## src/simt_defs.svh

```systemverilog
// ##############################
// SIMT front end sizing
// Warp count, warp width, PC, instruction and stack sizes
// ##############################

`ifndef SIMT_DEFS_SVH
`define SIMT_DEFS_SVH

// Warps sharing the front end
`define SIMT_NUM_WARPS 4

// Threads per warp
`define SIMT_WARP_WIDTH 4

// Instruction address width
`define SIMT_PC_WIDTH 8

// Instruction word width
`define SIMT_INSTR_WIDTH 32

// log2 of warp width plus the base entry
`define SIMT_STACK_DEPTH 3

`endif

```

## src/simt_types_pkg.sv

```systemverilog
// ##############################
// Machine state types
// PC, thread mask, warp index and stack pointer
// ##############################

`include "simt_defs.svh"

package simt_types_pkg;

    // Instruction address
    typedef logic [`SIMT_PC_WIDTH-1:0] pc_t;

    // One bit per thread, set when active
    typedef logic [`SIMT_WARP_WIDTH-1:0] act_mask_t;

    // Warp index
    typedef logic [$clog2(`SIMT_NUM_WARPS)-1:0] warp_id_t;

    // Index into one warp's reconvergence stack
    typedef logic [$clog2(`SIMT_STACK_DEPTH)-1:0] stack_ptr_t;

endpackage

```

## src/reconvergence_stack.sv

```systemverilog
// ##############################
// Reconvergence stack for one warp
// Holds PC and active mask, splits on BRA, pops at reconvergence
// ##############################

`include "simt_defs.svh"

module reconvergence_stack (
    input  logic                     clk_i,
    input  logic                     arst_n_i,
    // Warp load
    input  logic                     init_i,
    input  simt_types_pkg::pc_t      init_pc_i,
    // Scheduler and fetch side
    input  logic                     selected_for_fetch_i,
    output logic                     ready_for_fetch_o,
    output simt_types_pkg::pc_t      fetch_pc_o,
    output simt_types_pkg::act_mask_t fetch_active_mask_o,
    // Decode report
    input  logic                     instruction_decoded_i,
    input  logic                     is_branch_i,
    input  simt_types_pkg::pc_t      next_pc_or_reconvergence_pc_i,
    input  simt_types_pkg::pc_t      branch_target_i,
    input  simt_types_pkg::act_mask_t branch_taken_mask_i
);

    import simt_types_pkg::*;

    // ##############################
    // Stack storage and control

    // Entry fields kept as parallel arrays
    pc_t       entry_pc_q   [`SIMT_STACK_DEPTH];
    act_mask_t entry_mask_q [`SIMT_STACK_DEPTH];
    pc_t       entry_rpc_q  [`SIMT_STACK_DEPTH];

    stack_ptr_t sp_q;
    stack_ptr_t sp_d;
    logic       ready_q;
    logic       ready_d;

    // Top of stack
    pc_t       top_pc;
    act_mask_t top_mask;
    pc_t       top_rpc;

    // Branch split
    act_mask_t  taken_mask;
    act_mask_t  not_taken_mask;
    logic       push_taken;
    logic       push_not_taken;
    stack_ptr_t not_taken_slot;
    stack_ptr_t taken_slot;

    // Leaving this entry at its reconvergence point
    logic       pop;

    assign top_pc   = entry_pc_q[sp_q];
    assign top_mask = entry_mask_q[sp_q];
    assign top_rpc  = entry_rpc_q[sp_q];

    // Only a non-base entry can be popped
    assign pop = (sp_q != '0) && (next_pc_or_reconvergence_pc_i == top_rpc);

    assign taken_mask     = top_mask & branch_taken_mask_i;
    assign not_taken_mask = top_mask & ~branch_taken_mask_i;
    assign push_taken     = |taken_mask;
    assign push_not_taken = |not_taken_mask;

    // Not-taken goes first so the taken path runs first
    assign not_taken_slot = sp_q + stack_ptr_t'(1);
    assign taken_slot     = push_not_taken ? sp_q + stack_ptr_t'(2) : sp_q + stack_ptr_t'(1);

    // ##############################
    // Next control state

    always_comb begin
        sp_d    = sp_q;
        ready_d = ready_q;
        if (init_i) begin
            sp_d    = '0;
            ready_d = 1'b1;
        end else begin
            // Stay out of arbitration while in flight
            if (selected_for_fetch_i) begin
                ready_d = 1'b0;
            end
            if (instruction_decoded_i) begin
                if (is_branch_i) begin
                    sp_d = sp_q + stack_ptr_t'(push_not_taken) + stack_ptr_t'(push_taken);
                end else if (pop) begin
                    sp_d = sp_q - stack_ptr_t'(1);
                end
                ready_d = 1'b1;
            end
        end
    end

    always_ff @(posedge clk_i or negedge arst_n_i) begin
        if (!arst_n_i) begin
            sp_q    <= '0;
            ready_q <= 1'b0;
        end else begin
            sp_q    <= sp_d;
            ready_q <= ready_d;
        end
    end

    // Entry contents
    always_ff @(posedge clk_i) begin
        if (init_i) begin
            // Single entry, all threads on
            entry_pc_q[0]   <= init_pc_i;
            entry_mask_q[0] <= '1;
            entry_rpc_q[0]  <= '0;
        end else if (instruction_decoded_i) begin
            if (!is_branch_i) begin
                if (!pop) begin
                    entry_pc_q[sp_q] <= next_pc_or_reconvergence_pc_i;
                end
            end else begin
                // Park current entry at the join point
                entry_pc_q[sp_q] <= next_pc_or_reconvergence_pc_i;
                if (push_not_taken) begin
                    entry_pc_q[not_taken_slot]   <= top_pc + pc_t'(1);
                    entry_mask_q[not_taken_slot] <= not_taken_mask;
                    entry_rpc_q[not_taken_slot]  <= next_pc_or_reconvergence_pc_i;
                end
                if (push_taken) begin
                    entry_pc_q[taken_slot]   <= branch_target_i;
                    entry_mask_q[taken_slot] <= taken_mask;
                    entry_rpc_q[taken_slot]  <= next_pc_or_reconvergence_pc_i;
                end
            end
        end
    end

    assign ready_for_fetch_o   = ready_q;
    assign fetch_pc_o          = top_pc;
    assign fetch_active_mask_o = top_mask;

endmodule

```

## config.mk

```make
export PLATFORM = sky130hd
export DESIGN_NAME = reconvergence_stack
export DESIGN_NICKNAME = d
export VERILOG_FILES = /design/src/simt_types_pkg.sv /design/src/reconvergence_stack.sv
export VERILOG_INCLUDE_DIRS = /design/src
export SDC_FILE = /design/constraint.sdc
export NUM_CORES = 1
export LEC_CHECK = 0
export ABC_AREA = 1
export BUFFER_PORTS_ARGS = -buffer_cell sky130_fd_sc_hd__buf_2
export CORE_AREA = 8 8 118 120
export CTS_CLUSTER_SIZE = 30
export DETAILED_ROUTE_END_ITERATION = 12
export DIE_AREA = 0 0 126 128
export PLACE_DENSITY_LB_ADDON = 0.05
export SYNTH_ARGS = -nofsm -noshare
export SYNTH_HDL_FRONTEND = slang
export SYNTH_SLANG_ARGS = --single-unit
```

## constraint.sdc

```tcl
create_clock -name clk_i -period 3.66 [get_ports clk_i]
set_input_delay 0.732 -clock clk_i [delete_from_list [all_inputs] [get_ports clk_i]]
set_output_delay 0.732 -clock clk_i [all_outputs]
set_load 0.1 [all_outputs]
```

==> impl_metrics.xml <==
<?xml version="1.0" encoding="UTF-8"?>
<metrics>
  <group name="floorplanning">
    <metric name="placement_rows" unit="">41</metric>
    <metric name="die_width" unit="microns">126</metric>
    <metric name="floorplan.initialDensity" unit="">0.3383</metric>
    <metric name="floorplan.die.height" unit="microns">128</metric>
    <metric name="ioPinCount" unit="">47</metric>
    <metric name="placeableCoreArea" unit="sq mm">0.01221</metric>
    <metric name="die-area" unit="sq mm">0.01613</metric>
  </group>
  <group name="timing">
    <metric name="worst_slew_pin_tran" unit="ps">746.8</metric>
    <metric name="clock_tree_skew_after_final_layout" unit="ps">12.68</metric>
    <metric name="post-route-period-util" unit="">0.8452</metric>
    <metric name="finalCriticalPeriod" unit="ps">3094</metric>
    <metric name="setup_tns" unit="ps">0</metric>
    <metric name="grt_setup_unrepaired" unit="">false</metric>
    <metric name="final_hold_viol_count" unit="">0</metric>
    <metric name="max-slew-margin-rel" unit="">0.5013</metric>
    <metric name="drv_slew" unit="">0</metric>
    <metric name="final.hold.worst_slack" unit="ps">184.5</metric>
    <metric name="achievable-frequency" unit="MHz">323.3</metric>
    <metric name="setup_viol" unit="">0</metric>
  </group>
  <group name="clocking">
    <metric name="clkLatencyLatePin" unit="ps">340</metric>
    <metric name="cts-root-to-sink-buffers" unit="">2</metric>
    <metric name="cts-hold-fix-buffers" unit="">0</metric>
    <metric name="clock_sink_count" unit="">63</metric>
    <metric name="path_clk_slew" unit="ps">60</metric>
    <metric name="clock_tree_from_tritoncts" unit="">done</metric>
    <metric name="post_cts_buffers" unit="">0</metric>
    <metric name="tritoncts.num_buffers" unit="">9</metric>
    <metric name="root_buffer" unit="">clkbuf_16</metric>
    <metric name="htree_num_levels" unit="">3</metric>
    <metric name="post_cts_resize_count" unit="">0</metric>
  </group>
  <group name="detailed_routing">
    <metric name="drt.antenna.violating_nets" unit="">0</metric>
    <metric name="drcViolationCount" unit="">0</metric>
    <metric name="routed_wire_per_std_cell" unit="microns">16.48</metric>
    <metric name="route.final.wire_length" unit="mm">12.31</metric>
    <metric name="post_drt_via_cell_ratio" unit="">4.914</metric>
    <metric name="iteration_count_of_the_initial_detailed_routing_pass" unit="">5</metric>
    <metric name="vias_post_dr" unit="">3671</metric>
    <metric name="dr.first_iter.drc_count" unit="">257</metric>
  </group>
  <group name="worst_setup_path">
    <metric name="r2r.worst_path.cells" unit="">11</metric>
    <metric name="timing.rr.end" unit="">entry_pc_q[1][2]</metric>
    <metric name="crit_end" unit="">entry_pc_q[1][2]</metric>
    <metric name="worst-endpoint-arrival" unit="ps">3060</metric>
    <metric name="worstSetupEndpointType" unit="">register</metric>
    <metric name="reg2reg_setup_slack" unit="ps">570</metric>
    <metric name="rr_startpoint" unit="">sp_q[1]</metric>
    <metric name="kind_of_launch_point_of_the_worst_setup_path" unit="">register</metric>
    <metric name="critPathMaxStageDelay" unit="ps">450</metric>
    <metric name="critical-path-slowest-cell" unit="">nand3_1</metric>
    <metric name="cp-startpoint" unit="">sp_q[1]</metric>
    <metric name="critical_path.max_fanout" unit="">32</metric>
    <metric name="worst_ep_required_time" unit="ps">3630</metric>
    <metric name="crit_path_cell_trace" unit="">inv_2 &gt; nor2_1 &gt; a21oi_2 &gt; nand2_1 &gt; nand2_1 &gt; nor3_1 &gt; nor2_2 &gt; nand2_2 &gt; nor2_4 &gt; inv_2 &gt; nand3_1</metric>
    <metric name="path_class" unit="">register to register</metric>
  </group>
  <group name="power_and_ir_drop">
    <metric name="power.share.combinational" unit="">0.415</metric>
    <metric name="power_switching" unit="mW">1.307</metric>
    <metric name="power_density_relative_to_cell_area" unit="mW/mm^2">625.1</metric>
    <metric name="sequentialPowerShare" unit="">0.305</metric>
    <metric name="switching_share" unit="">0.4326</metric>
    <metric name="power.clock.fraction" unit="">0.280</metric>
    <metric name="intPower" unit="mW">1.714</metric>
    <metric name="total_leakage_power" unit="nW">2.212</metric>
    <metric name="worst_vdd_ir" unit="V">0.0002408</metric>
  </group>
  <group name="grt">
    <metric name="antenna_violations_before_repair" unit="">0</metric>
    <metric name="grt_util_all_layers" unit="">0.1609</metric>
    <metric name="vias_in_the_first_global_route" unit="">3576</metric>
    <metric name="global_route_wire_length_before_repair" unit="mm">19.89</metric>
    <metric name="pin_count_of_the_biggest_net_entering_global_routing" unit="">33</metric>
    <metric name="grt_remaining_overflow" unit="">0</metric>
  </group>
  <group name="synthesis">
    <metric name="postSynthNetCount" unit="">577</metric>
    <metric name="syn_area_per_cell" unit="sq um">7.691</metric>
    <metric name="post_synth_num_cell_types" unit="">36</metric>
    <metric name="netlist.top_cell.by_area" unit="">edfxtp_1</metric>
    <metric name="synth_top_cell_area_share" unit="">0.4362</metric>
    <metric name="yosysWarnings" unit="">0</metric>
    <metric name="netlist_area" unit="sq mm">0.004130</metric>
    <metric name="synth-seq-area-share" unit="">0.4544</metric>
    <metric name="synth_cells" unit="">537</metric>
    <metric name="ys_seq_elements" unit="">63</metric>
    <metric name="synth.top_cells.by_area" unit="">edfxtp_1 (44%), nand2_1 (16%), nor2_1 (9.1%)</metric>
  </group>
  <group name="final_layout">
    <metric name="areaGrowthSynthToFinish" unit="%">16.99</metric>
    <metric name="final_layout_fill_cell_count" unit="">1283</metric>
    <metric name="finish.net_count" unit="">632</metric>
    <metric name="insertedDiodeCount" unit="">0</metric>
    <metric name="drive_above_1_share" unit="">0.1910</metric>
  </group>
  <group name="flow_run">
    <metric name="timing.max_cap.violations" unit="">0</metric>
  </group>
  <group name="min_path">
    <metric name="holdCritPathClass" unit="">input pin to async pin</metric>
  </group>
  <group name="place">
    <metric name="place.gp.congestion" unit="">0.8126</metric>
    <metric name="detailedPlacementHpwl" unit="mm">8.914</metric>
    <metric name="numPortBuffers" unit="">46</metric>
  </group>
  <group name="outcome">
    <metric name="run_status" unit="">complete, no violations</metric>
  </group>
</metrics>
synth_stat cells:
library cell	count
and2_1	3
nand3_1	56
nand3_2	1
buf_2	5
buf_4	4
xor2_1	4
o21ai_0	19
xor2_4	1
inv_1	32
clkbuf_1	2
nor3_1	1
inv_2	3
o21ai_4	1
dfrtp_1	3
edfxtp_1	60
nor2_1	100
nand2_2	5
a21oi_1	13
inv_4	2
nand3_4	1
nor2_8	1
buf_6	7
ha_1	5
nor3_2	1
a21oi_2	5
o311ai_0	1
nor2_4	2
nand2_1	171
o211ai_1	2
buf_1	1
o21a_1	1
fa_1	1
nand3b_1	2
o21ai_1	9
or2_2	6
nor2_2	6
flip-flops by register name (all words and copies together) (netlist names):
register and count:
ready_for_fetch_o 1, entry_pc_q 24, entry_rpc_q 24, sp_q 2, entry_mask_q 12
worst min-delay path by stage:
stage,depth (start not counted),slack (ps),to,from
after floorplan,0,440,ready_for_fetch_o,arst_n_i
after global placement,2,520,ready_for_fetch_o,ready_for_fetch_o
after detailed placement,2,520,ready_for_fetch_o,ready_for_fetch_o
after CTS,1,170,ready_for_fetch_o,arst_n_i
after global routing,1,170,sp_q[0],arst_n_i
final,1,180,sp_q[0],arst_n_i
worst max-delay path, delay by kind of cell (launching register included):
| kind | cells | cell delay, ps |
|---|---|---|
| simple gates | 8 | 1540 |
| buf+inv | 2 | 620 |
| flops | 1 | 380 |
| compound gates | 1 | 180 |
cells by family (layout without fill, tap and decap cells):
| family | Yosys count | count (layout) | synth area share |
|---|---|---|---|
| and+or+nand+nor | 356 | 356 | 0.3687 |
| xor gates and xnor gates | 5 | 5 | 0.01515 |
| adders and majority gates | 6 | 6 | 0.01999 |
| AOI/OAI and AO/OA | 51 | 51 | 0.07180 |
| DFF | 63 | 63 | 0.4544 |
| buffers and inverters | 56 | 116 | 0.06998 |
area by class of cell:
type	instances	area, sq um	area share
inverters	37	143.9	0.02978
multi-input cells	418	1976	0.4089
clock inverters	6	61.31	0.01269
clock buffers	10	229.0	0.04738
well taps	150	187.7	0.03884
repair buffers	63	357.8	0.07405
flip-flops and latches	63	1877	0.3884
routing by layer:
layer | GRT usage | up-vias | wire, microns
li1 | - | 1861 | -
met1 | 0.2182 | 1708 | 6018
met2 | 0.2485 | 88 | 5458
met3 | 0.03952 | 14 | 675
met4 | 0.04600 | 0 | 159
met5 | 0 | - | 0
power by group through the flow:
stage / clock network (mW) / logic (mW) / registers (mW)
after floorplan: 0 / 0.994 / 0.933
after global placement: 0 / 1.25 / 0.935
after detailed placement: 0 / 1.26 / 0.935
after CTS: 0.869 / 1.26 / 0.921
after global routing: 0.896 / 1.38 / 0.927
final: 0.847 / 1.25 / 0.921
stage by stage:
step | util | worst slack (ps) | power (mW) | area, sq um | instances
final | 0.3958 | 566.5 | 3.021 | 4832 | 747
after global routing | 0.3958 | 241.9 | 3.202 | 4832 | 747
after CTS | 0.3958 | 501.9 | 3.055 | 4832 | 747
after detailed placement | 0.3720 | 524.6 | 2.194 | 4542 | 731
after global placement | 0.3720 | 616.9 | 2.190 | 4542 | 731
after floorplan | - | 48.03 | 1.926 | 4134 | 537
placed cells by master (no fill, tap or decap), types with 2 or more instances in the layout:
cell type   count
nand2_1       171
buf_2          46
nor2_4          2
a21oi_2         6
o211ai_1        2
or2_2           6
dfrtp_1         3
ha_1            5
o21ai_1        13
xor2_1          4
o21ai_0        15
inv_1          32
inv_2           3
nor2_2          6
edfxtp_1       60
inv_4           2
nand2_2         5
nand3b_1        2
nor2_1        100
clkbuf_16       9
buf_4          17
a21oi_1        12
clkinvlp_4      3
nand3_1        56
and2_1          3
Note: power is estimated with default switching activity, not from simulation.
